[config.mk]
export PLATFORM = sky130hd
export DESIGN_NAME = ExecCore
export DESIGN_NICKNAME = d
export VERILOG_FILES = /design/src/source/mipsIsaPkg.sv /design/src/source/datapathPkg.sv /design/src/source/ExecCore.sv /design/src/source/ExecuteStage.sv /design/src/source/DecodeStage.sv /design/src/source/RegFile.sv /design/src/source/InstDecoder.sv
export SDC_FILE = /design/constraint.sdc
export NUM_CORES = 2
export LEC_CHECK = 0
export BUFFER_PORTS_ARGS = -buffer_cell sky130_fd_sc_hd__clkbuf_2
export CAP_MARGIN = 5
export CORE_ASPECT_RATIO = 1.4
export CORE_UTILIZATION = 45
export DETAILED_ROUTE_END_ITERATION = 8
export SYNTH_ARGS = -nofsm -noshare
export SYNTH_HDL_FRONTEND = slang
export SYNTH_SLANG_ARGS = --single-unit
export TNS_END_PERCENT = 100
[constraint.sdc]
create_clock -name clk -period 7.1 [get_ports clk]
set_clock_uncertainty 0.2 [all_clocks]
set_input_delay 2.13 -clock clk [delete_from_list [all_inputs] [get_ports clk]]
set_output_delay 2.13 -clock clk [all_outputs]
set_load 0.05 [all_outputs]
[src/source/mipsIsaPkg.sv]
package mipsIsaPkg;

	typedef logic [31:0] wordT;
	typedef logic [4:0] regAddrT;

	// primary opcodes of the supported subset
	typedef enum logic [5:0] {
		opSpecial = 6'h00,
		opJal = 6'h03,
		opAddiu = 6'h09,
		opSlti = 6'h0a,
		opAndi = 6'h0c,
		opOri = 6'h0d,
		opLui = 6'h0f
	} opcodeE;

	// function codes under opSpecial
	typedef enum logic [5:0] {
		fnSll = 6'h00,
		fnAddu = 6'h21,
		fnSubu = 6'h23,
		fnAnd = 6'h24,
		fnOr = 6'h25,
		fnXor = 6'h26,
		fnSlt = 6'h2a
	} functE;

	// register format view of an instruction word
	typedef struct packed {
		logic [5:0] opcode;
		regAddrT rs;
		regAddrT rt;
		regAddrT rd;
		logic [4:0] shamt;
		logic [5:0] funct;
	} rTypeS;

	// immediate format view of the same word
	typedef struct packed {
		logic [5:0] opcode;
		regAddrT rs;
		regAddrT rt;
		logic [15:0] imm;
	} iTypeS;

	localparam regAddrT linkRegC = 5'd31;

endpackage
[src/source/datapathPkg.sv]
package datapathPkg;

	import mipsIsaPkg::*;

	// immediate extension modes
	typedef enum logic [1:0] {
		signExt,
		zeroExt,
		shamtExt,
		upperExt
	} extModeE;

	typedef enum logic [1:0] {
		rtDst,
		rdDst,
		linkDst
	} dstSelE;

	typedef enum logic [2:0] {
		addOp,
		subOp,
		andOp,
		orOp,
		xorOp,
		sltOp,
		sllOp
	} aluOpE;

	typedef enum logic {
		aluWb,
		linkWb
	} wbSelE;

	typedef struct packed {
		extModeE extMode;
		dstSelE dstSel;
		aluOpE aluOp;
		logic aFromImm;
		logic bFromImm;
		wbSelE wbSel;
		logic wrEn;
	} ctrlS;

	// decode to execute pipeline register
	typedef struct packed {
		logic valid;
		ctrlS ctrl;
		regAddrT rs;
		regAddrT rt;
		wordT rsVal;
		wordT rtVal;
		wordT imm;
		regAddrT dst;
		wordT linkAddr;
	} idExS;

	// execute to writeback pipeline register
	typedef struct packed {
		logic valid;
		logic wrEn;
		regAddrT dst;
		wordT data;
	} exWbS;

endpackage

[src/source/ExecCore.sv]
`timescale 1ns/10ps

module ExecCore import mipsIsaPkg::*, datapathPkg::*; (
	input logic clk,
	input logic rstN,
	input logic instValid,
	input wordT instWord,
	input wordT instPc,
	output logic wbValid,
	output regAddrT wbDst,
	output wordT wbData
);

	regAddrT rdAddrA;
	regAddrT rdAddrB;
	wordT rdDataA;
	wordT rdDataB;
	idExS idEx;
	exWbS exWb;

	DecodeStage decode_i (
		.clk(clk),
		.rstN(rstN),
		.instValid(instValid),
		.instWord(instWord),
		.instPc(instPc),
		.rdAddrA(rdAddrA),
		.rdAddrB(rdAddrB),
		.rdDataA(rdDataA),
		.rdDataB(rdDataB),
		.idEx(idEx)
	);

	RegFile regFile_i (
		.clk(clk),
		.rstN(rstN),
		.rdAddrA(rdAddrA),
		.rdAddrB(rdAddrB),
		.rdDataA(rdDataA),
		.rdDataB(rdDataB),
		.wb(exWb)
	);

	ExecuteStage execute_i (
		.clk(clk),
		.rstN(rstN),
		.idEx(idEx),
		.exWb(exWb)
	);

	// writeback port mirrors the register file write
	assign wbValid = exWb.valid && exWb.wrEn;
	assign wbDst = exWb.dst;
	assign wbData = exWb.data;

endmodule

[src/source/ExecuteStage.sv]
`timescale 1ns/10ps

module ExecuteStage import mipsIsaPkg::*, datapathPkg::*; (
	input logic clk,
	input logic rstN,
	input idExS idEx,
	output exWbS exWb
);

	logic fwdOk;
	// bit 1 forwards operand A, bit 0 operand B
	logic [1:0] fwdSel;
	wordT opA;
	wordT opB;
	wordT aluA;
	wordT aluB;
	wordT aluRes;
	wordT wbData;

	// only one source to forward from, the instruction now in writeback
	assign fwdOk = exWb.valid && exWb.wrEn && (exWb.dst != '0);
	assign fwdSel[1] = fwdOk && (exWb.dst == idEx.rs);
	assign fwdSel[0] = fwdOk && (exWb.dst == idEx.rt);

	assign opA = fwdSel[1] ? exWb.data : idEx.rsVal;
	assign opB = fwdSel[0] ? exWb.data : idEx.rtVal;

	assign aluA = idEx.ctrl.aFromImm ? idEx.imm : opA;
	assign aluB = idEx.ctrl.bFromImm ? idEx.imm : opB;

	always_comb begin
		case (idEx.ctrl.aluOp)
			addOp: begin
				aluRes = aluA + aluB;
			end
			subOp: begin
				aluRes = aluA - aluB;
			end
			andOp: begin
				aluRes = aluA & aluB;
			end
			orOp: begin
				aluRes = aluA | aluB;
			end
			xorOp: begin
				aluRes = aluA ^ aluB;
			end
			sltOp: begin
				aluRes = {31'd0, $signed(aluA) < $signed(aluB)};
			end
			sllOp: begin
				aluRes = aluB << aluA[4:0];
			end
			default: begin
				aluRes = '0;
			end
		endcase
	end

	assign wbData = (idEx.ctrl.wbSel == linkWb) ? idEx.linkAddr : aluRes;

	always_ff @(posedge clk or negedge rstN) begin
		if (!rstN) begin
			exWb <= '0;
		end else begin
			exWb.valid <= idEx.valid;
			// a write to register 0 is dropped here
			exWb.wrEn <= idEx.valid && idEx.ctrl.wrEn && (idEx.dst != '0);
			exWb.dst <= idEx.dst;
			exWb.data <= wbData;
		end
	end

endmodule

[src/source/DecodeStage.sv]
`timescale 1ns/10ps

module DecodeStage import mipsIsaPkg::*, datapathPkg::*; (
	input logic clk,
	input logic rstN,
	input logic instValid,
	input wordT instWord,
	input wordT instPc,
	output regAddrT rdAddrA,
	output regAddrT rdAddrB,
	input wordT rdDataA,
	input wordT rdDataB,
	output idExS idEx
);

	rTypeS rInst;
	iTypeS iInst;
	ctrlS ctrl;
	logic known;
	wordT extImm;
	regAddrT dst;

	assign rInst = rTypeS'(instWord);
	assign iInst = iTypeS'(instWord);

	InstDecoder decoder_i (
		.instWord(instWord),
		.ctrl(ctrl),
		.known(known)
	);

	assign rdAddrA = rInst.rs;
	assign rdAddrB = rInst.rt;

	always_comb begin
		case (ctrl.extMode)
			signExt: extImm = {{16{iInst.imm[15]}}, iInst.imm};
			zeroExt: extImm = {16'h0000, iInst.imm};
			shamtExt: extImm = {27'd0, rInst.shamt};
			default: extImm = {iInst.imm, 16'h0000};
		endcase
	end

	always_comb begin
		case (ctrl.dstSel)
			rdDst: dst = rInst.rd;
			linkDst: dst = linkRegC;
			default: dst = rInst.rt;
		endcase
	end

	always_ff @(posedge clk or negedge rstN) begin
		if (!rstN) begin
			idEx <= '0;
		end else begin
			// unknown encodings enter as bubbles
			idEx.valid <= instValid && known;
			idEx.ctrl <= ctrl;
			idEx.rs <= rInst.rs;
			idEx.rt <= rInst.rt;
			idEx.rsVal <= rdDataA;
			idEx.rtVal <= rdDataB;
			idEx.imm <= extImm;
			idEx.dst <= dst;
			idEx.linkAddr <= instPc + 32'd8;
		end
	end

endmodule

[src/source/RegFile.sv]
`timescale 1ns/10ps

module RegFile import mipsIsaPkg::*, datapathPkg::*; (
	input logic clk,
	input logic rstN,
	input regAddrT rdAddrA,
	input regAddrT rdAddrB,
	output wordT rdDataA,
	output wordT rdDataB,
	input exWbS wb
);

	// register 0 has no storage
	wordT regs [1:31];
	logic wrHit;

	assign wrHit = wb.valid && wb.wrEn && (wb.dst != '0);

	always_ff @(posedge clk or negedge rstN) begin
		if (!rstN) begin
			for (int i = 1; i < 32; i++) begin
				regs[i] <= '0;
			end
		end else if (wrHit) begin
			regs[wb.dst] <= wb.data;
		end
	end

	function automatic wordT readPort(input regAddrT addr);
		if (addr == '0) begin
			return '0;
		end
		// write-through for a same cycle read of the target
		if (wrHit && (addr == wb.dst)) begin
			return wb.data;
		end
		return regs[addr];
	endfunction

	always_comb begin
		rdDataA = readPort(rdAddrA);
		rdDataB = readPort(rdAddrB);
	end

endmodule

[src/source/InstDecoder.sv]
`timescale 1ns/10ps

module InstDecoder import mipsIsaPkg::*, datapathPkg::*; (
	input wordT instWord,
	output ctrlS ctrl,
	output logic known
);

	rTypeS inst;

	assign inst = rTypeS'(instWord);

	always_comb begin
		// defaults describe a bubble that writes nothing
		ctrl.extMode = signExt;
		ctrl.dstSel = rtDst;
		ctrl.aluOp = addOp;
		ctrl.aFromImm = 1'b0;
		ctrl.bFromImm = 1'b0;
		ctrl.wbSel = aluWb;
		ctrl.wrEn = 1'b0;
		known = 1'b0;

		case (opcodeE'(inst.opcode))
			opSpecial: begin
				ctrl.dstSel = rdDst;
				known = 1'b1;
				ctrl.wrEn = 1'b1;
				case (functE'(inst.funct))
					fnAddu: ctrl.aluOp = addOp;
					fnSubu: ctrl.aluOp = subOp;
					fnAnd: ctrl.aluOp = andOp;
					fnOr: ctrl.aluOp = orOp;
					fnXor: ctrl.aluOp = xorOp;
					fnSlt: ctrl.aluOp = sltOp;
					fnSll: begin
						// shift amount comes in on A, rt on B
						ctrl.aluOp = sllOp;
						ctrl.extMode = shamtExt;
						ctrl.aFromImm = 1'b1;
					end
					default: begin
						known = 1'b0;
						ctrl.wrEn = 1'b0;
					end
				endcase
			end
			opAddiu, opSlti: begin
				ctrl.extMode = signExt;
				ctrl.bFromImm = 1'b1;
				ctrl.aluOp = (opcodeE'(inst.opcode) == opSlti) ? sltOp : addOp;
				ctrl.wrEn = 1'b1;
				known = 1'b1;
			end
			opAndi, opOri: begin
				ctrl.extMode = zeroExt;
				ctrl.bFromImm = 1'b1;
				ctrl.aluOp = (opcodeE'(inst.opcode) == opOri) ? orOp : andOp;
				ctrl.wrEn = 1'b1;
				known = 1'b1;
			end
			opLui: begin
				// rs is register 0 here so the sum is the upper immediate
				ctrl.extMode = upperExt;
				ctrl.bFromImm = 1'b1;
				ctrl.aluOp = addOp;
				ctrl.wrEn = 1'b1;
				known = 1'b1;
			end
			opJal: begin
				ctrl.dstSel = linkDst;
				ctrl.wbSel = linkWb;
				ctrl.wrEn = 1'b1;
				known = 1'b1;
			end
			default: begin
				known = 1'b0;
			end
		endcase
	end

endmodule

Word level (Yosys, flattened, before mapping)
Index checks and enable logic that the tools add are counted.
{"block": "totals", "register_bits": 1182, "inputBits": 67, "output_inout_bits": 38, "word_cells": 156}
{"block": "classes", "n_addsub": 3, "magnitude_cmp": 5, "n_eq_ne": 26, "shift": 1, "n_mux": 44, "bitwise_logic": 6, "n_reduce_logical": 23}
{"operator": "992-bit bitwise mux", "count": 1}
{"operator": "32-bit two-way mux", "count": 18}
{"operator": "32-bit binary-select mux with 5-bit select", "count": 2}
{"operator": "32-bit case mux with 7 select lines", "count": 1}
{"operator": "32-bit demux with 5-bit select", "count": 1}
{"operator": "32-bit case mux with 3 select lines", "count": 1}
{"operator": "6-bit equality test, second input constant", "count": 6}
{"operator": "32-bit adder", "count": 1}
{"operator": "32-bit by 4-bit adder with 32-bit output, second input constant", "count": 1}
{"operator": "32-bit bitwise AND", "count": 1}
{"operator": "32-bit < comparator", "count": 1}
{"operator": "32-bit bitwise OR", "count": 1}
{"operator": "32-bit by 5-bit left shift with 32-bit output", "count": 1}
{"operator": "32-bit subtractor", "count": 1}
{"operator": "32-bit bitwise XOR", "count": 1}
{"operator": "6-bit by 4-bit equality test with 1-bit output, second input constant", "count": 5}
{"operator": "5-bit equality test", "count": 4}
{"operator": "6-bit >= comparator, second input constant", "count": 3}
{"operator": "5-bit inverter with 6-bit output", "count": 3}
{"operator": "3-bit case mux with 6 select lines", "count": 1}
{"operator": "6-bit logical NOT", "count": 2}
{"operator": "1-bit two-way mux", "count": 12}
{"operator": "1-bit logical AND", "count": 10}
{"operator": "5-bit logical NOT", "count": 2}
{"operator": "21 further kinds", "count": 28}

Longest topological paths before layout
{"block": "depth", "ltp_word": 8, "ltp_mapped": 21, "depth_no_buf": 18}

Cells and area by module
From an unflattened synthesis, not the netlist that was laid out.
{"block": "hier_totals", "cells_unflattened": 5958, "hier_area_um2": 71200.8}
{"module": "RegFile", "instances": 1, "cells_per_inst": 4106, "area_each_um2": 55582.1, "seq_area_each_um2": 24823.8}
{"module": "ExecuteStage", "instances": 1, "cells_per_inst": 1475, "area_each_um2": 10292.4, "seq_area_each_um2": 975.9}
{"module": "DecodeStage", "instances": 1, "cells_per_inst": 316, "area_each_um2": 4903.5, "seq_area_each_um2": 3878.7}
{"module": "InstDecoder", "instances": 1, "cells_per_inst": 60, "area_each_um2": 416.6, "seq_area_each_um2": 0.0}
{"module": "ExecCore", "instances": 1, "cells_per_inst": 1, "area_each_um2": 6.3, "seq_area_each_um2": 0.0}

Worst setup path before layout
OpenSTA, ideal clock, no wires.
{"block": "synth_path", "path_type": "register -> register", "startpoint": "register, netlist name execute_i.exWb[34]", "endpoint": "register, netlist name execute_i.exWb[29]", "setup_ns": 0.132, "arrival_time_ns": 4.780, "path_slack_ns": 1.988, "path_stages_with_launch": 21, "n_path_buf": 4, "period_less_slack_ns": 5.112, "cell_sequence": "dfrtp_1 buf_6 nor3_4 a211oi_2 nand2_1 buf_4 buf_1 mux2i_1 o21ai_0 ha_1 clkbuf_1 a21oi_1 o21ai_0 a2111oi_0 nor3_1 o21ai_1 a31oi_1 nand2_1 o22ai_1 a221oi_1 a21oi_1"}
{"block": "synth_via", "elab_chain_len": 8, "word_cells_on_any_way": 18, "cone_classes": "add/sub: 2; eq/ne: 2; shift: 1; mux: 6; bitwise: 3; reduce/logical: 4"}
{"item": "5-bit nonzero test", "line_no": "ExecuteStage.sv:21", "rtl": "assign fwdOk = exWb.valid && exWb.wrEn && (exWb.dst != '0);"}
{"item": "1-bit logical AND", "line_no": "ExecuteStage.sv:21"}
{"item": "1-bit logical AND, on equally long branches", "line_no": "ExecuteStage.sv:22, ExecuteStage.sv:23"}
{"item": "32-bit two-way mux, on equally long branches", "line_no": "ExecuteStage.sv:25, ExecuteStage.sv:26"}
{"item": "32-bit two-way mux, on equally long branches", "line_no": "ExecuteStage.sv:28, ExecuteStage.sv:29"}
{"item": "32-bit subtractor, or another cell as far along", "line_no": "ExecuteStage.sv:37", "rtl": "aluRes = aluA - aluB;"}
{"item": "32-bit case mux with 7 select lines *", "line_no": "ExecuteStage.sv:32", "rtl": "case (idEx.ctrl.aluOp)"}
{"item": "32-bit two-way mux *", "line_no": "ExecuteStage.sv:60", "rtl": "assign wbData = (idEx.ctrl.wbSel == linkWb) ? idEx.linkAddr : aluRes;"}
{"item": "via execute_i.wbData[29]", "line_no": "ExecuteStage.sv:18", "rtl": "wordT wbData;"}
The timed path passes the listed nets; every way through them passes the cells marked *.
A chain may end at the register's enable or synchronous reset.

Worst setup path in the final report
{"block": "layout_path", "startpoint": "register, netlist name execute_i.exWb[34]", "endpoint": "register, netlist name execute_i.exWb[31]"}
{"block": "layout_via", "elab_chain_len": 8, "word_cells_on_any_way": 18, "cone_classes": "add/sub: 2; eq/ne: 2; shift: 1; mux: 6; bitwise: 3; reduce/logical: 4"}
{"item": "5-bit nonzero test", "line_no": "ExecuteStage.sv:21"}
{"item": "1-bit logical AND", "line_no": "ExecuteStage.sv:21"}
{"item": "1-bit logical AND, on equally long branches", "line_no": "ExecuteStage.sv:22, ExecuteStage.sv:23"}
{"item": "32-bit two-way mux, on equally long branches", "line_no": "ExecuteStage.sv:25, ExecuteStage.sv:26"}
{"item": "32-bit two-way mux, on equally long branches", "line_no": "ExecuteStage.sv:28, ExecuteStage.sv:29"}
{"item": "32-bit subtractor, or another cell as far along", "line_no": "ExecuteStage.sv:37"}
{"item": "32-bit case mux with 7 select lines *", "line_no": "ExecuteStage.sv:32"}
{"item": "32-bit two-way mux *", "line_no": "ExecuteStage.sv:60"}
{"item": "via execute_i.wbData[31]", "line_no": "ExecuteStage.sv:18"}
Marks and branches as above.

==> results.yml <==
outcome:
  status: "finished, final reports clean"
grt:
  grt_first_pass_wirelength_um: 341800
  grt_pass1_vias: 47630
  largest_net_degree_at_the_start_of_global_routing: 139
  number_of_antenna_violations_at_the_first_check_in_global_routing: 6
  globalRouteTotalUtil: 0.3046
  gr-total-overflow: 0
clock_network:
  numCtsBuffers: 112
  cts.reportedPaths.clkPinSlew_ns: 0.07
  cts_setup_buffers: 0
  cts.hold.buffers_added: 0
  cts.htree.levels: 3
  cts_repair_resize_count: 0
  clkSinkCount: 1182
  root_buffer: "sky130_fd_sc_hd__clkbuf_16"
  buffers_from_clock_root_to_sink_at_most: 3
  insertion_delay_ns: 0.79
  cts_tree: "built"
worst_setup_path:
  worst-path-max-fanout: 24
  crit_arrival_ns: 6.88
  worstSetupStartpointType: "flip-flop"
  crit_chain: "nor3_4 > a211oi_2 > nand2_2 > buf_4 > mux2i_1 > o21ai_0 > ha_1 > a21oi_1 > o21ai_0 > a2111oi_0 > buf_4 > nor3_1 > o21ai_1 > a31oi_1 > a31oi_1 > xnor2_1 > nand2_1 > a32oi_1"
  cp_top_family: "compound AO/OA/AOI/OAI gates"
  cp.buffers_inverters: 2
  critical-path-max-stage-delay_ns: 0.87
  slowest_stage: "sky130_fd_sc_hd__a2111oi_0"
  endpoint_kind: "flip-flop"
  critical_path_class: "flip-flop to flip-flop"
  worst-endpoint-required_ns: 7.57
cells_and_area:
  area_growth_syn_to_layout_pct: 9.681
  final_nets: 5165
  fillerInstances: 12980
  layout-drive-gt1-share: 0.4360
logic_synthesis:
  yosysWarningCount: 0
  synth_largest_area_cell: "sky130_fd_sc_hd__dfrtp_1"
  synthesis_stage_register_bit_count: 1182
  yosys.area.top_type_share: 0.4316
  synth-async-reset-ratio: 1.000
  ys_dominant_reg_cell: "sky130_fd_sc_hd__dfrtp_1"
  synth_edf_count: 0
  post_synth_most_frequent_cells: "sky130_fd_sc_hd__dfrtp_1 (1182), sky130_fd_sc_hd__mux2_2 (1084), sky130_fd_sc_hd__mux4_2 (578), sky130_fd_sc_hd__clkbuf_1 (301), sky130_fd_sc_hd__nand2_1 (214)"
  postSynthCellCount: 5117
  netlist_area_um2: 68530
  post_synth_num_cell_types: 95
  post_synth_main_area_contributors: "sky130_fd_sc_hd__dfrtp_1 (43%), sky130_fd_sc_hd__mux4_2 (19%), sky130_fd_sc_hd__mux2_2 (18%)"
  synth.most_common_cell: "sky130_fd_sc_hd__dfrtp_1"
  syn-num-nets: 5302
  synth_sequential_area_ratio: 0.4316
  synthesis.area_per_instance_um2: 13.39
timing:
  period_minus_slack_ns: 6.414
  worst-slew-pin-transition_ns: 1.266
  fin_tns_setup_ns: 0
  timing.final.max_slew_violations: 0
  finalHoldWorstSlack_ns: 0.2025
  slew_headroom: 0.1530
  final_hold_viol_count: 0
  fin_crit_sh: 0.9034
  fmax_mhz: 155.9
  unrepaired_setup_endpoints_after_global_routing: "false"
  finalSetupViolations: 0
power_and_ir_drop:
  irDropWorstVdd_v: 0.0001899
  powerDensity_nw_per_um2: 193.9
  leak_nw: 34.28
drt:
  met2_wirelength_um: 111200
  final_wl_um: 233000
  drt_first_pass_iters: 7
  dr.first_iter.drc_count: 4441
  drt_drc_violations_left: 0
  detail_route.vias_per_cell: 6.613
  wirelength_met1_um: 91900
  routedWlPerCell_um: 33.07
  antenna_left: 0
  routed.top_layer: "met5"
  dr_total_vias: 46600
  detailroute.wirelength.met3_um: 15880
floorplanning:
  placeableCoreArea_um2: 151400
  dieHeight_um: 463.7
  std_cell_rows: 169
  die-area_um2: 153900
  initial_core_util: 0.4526
  die_w_um: 331.8
  ios: 105
hold_path:
  min_path_type: "flip-flop to flip-flop"
flow_run:
  max_cap_viol_count: 0
place:
  place.gp.congestion: 1.059
  port-buffer-count: 104
  dpl_hpwl_um: 143100
==> per-layer routing <==
layer / up-vias / track usage
li1: 19090 / -
met1: 24890 / 0.3953
met2: 2050 / 0.4922
met3: 567 / 0.04422
met4: 4 / 0.1684
met5: - / 0
==> power breakdown <==
part | total [mW] | internal [mW] | switching, mW
Sequential | 6.81 | 6.77 | 0.0346
Combinational | 1.21 | 0.340 | 0.869
Clock | 6.56 | 3.73 | 2.83
Total | 14.6 | 10.8 | 3.73
==> sequential cells by signal (all words and copies together), names as in the netlist <==
signal / cells
execute_i.exWb: 39
decode_i.idEx: 151
regFile_i.regs: 992
==> kinds of logic after synthesis <==
group / synth area share
AO/OA/AOI/OAI: 0.06853
XOR/XNOR: 0.009568
adder cells (fa/ha/maj): 0.02176
buffers and inverters: 0.03778
flip-flops: 0.4316
multiplexers: 0.3897
AND/OR/NAND/NOR: 0.04101
==> cell type report <==
cell class                      count  area, µm²  area share
Clock inverter                     46      648.1    0.008623
Clock buffer                      166       3357     0.04466
Inverter                          102      382.9    0.005094
Multi-Input combinational cell   3311      36570      0.4866
Timing Repair Buffer              271       2152     0.02863
Antenna cell                        2      5.005  0.00006659
Tap cell                         1966       2460     0.03273
Sequential cell                  1182      29580      0.3936
==> worst paths after layout <==
path                               startpoint                  end  slack, ns  cells past startpoint
max in group asynchronous                rstN  regFile_i.regs[351]       3.97                      2
setup reg to reg           execute_i.exWb[34]   execute_i.exWb[31]       0.69                     18
setup / recovery           execute_i.exWb[34]   execute_i.exWb[31]       0.69                     18
hold reg to reg            decode_i.idEx[154]   execute_i.exWb[38]       0.20                      0
hold / removal             decode_i.idEx[154]   execute_i.exWb[38]       0.20                      0
min in group asynchronous                rstN  regFile_i.regs[530]       1.17                      1
==> stage by stage <==
step           cells  area (µm²)    util  worst slack [ns]  total power, mW
4_1_cts         7044       75150  0.4964            0.9130            14.68
3_5_place_dp    6832       71150  0.4699            0.9382            8.139
6_report        7046       75160  0.4964            0.6858            14.57
2_1_floorplan   5117       68530       -             1.988            7.606
5_1_grt         7045       75160  0.4964            0.4556            14.99
3_3_place_gp    6832       71150  0.4699             1.049            8.139
==> cells in the final DEF (no fill, tap or decap), types with 42 or more instances in the layout <==
master and n:
sky130_fd_sc_hd__dfrtp_1 1180, sky130_fd_sc_hd__inv_1 95, sky130_fd_sc_hd__a22o_1 73, sky130_fd_sc_hd__mux4_2 578
sky130_fd_sc_hd__ha_1 116, sky130_fd_sc_hd__nand2_1 199, sky130_fd_sc_hd__nand3_1 69, sky130_fd_sc_hd__mux2i_1 142
sky130_fd_sc_hd__buf_4 147, sky130_fd_sc_hd__a21oi_1 166, sky130_fd_sc_hd__o21ai_0 154, sky130_fd_sc_hd__xnor2_1 52
sky130_fd_sc_hd__mux2_2 1084, sky130_fd_sc_hd__nor2_1 169, sky130_fd_sc_hd__clkbuf_16 113, sky130_fd_sc_hd__clkbuf_2 93
sky130_fd_sc_hd__a31oi_1 42
Power figures use the tool's default switching activity.
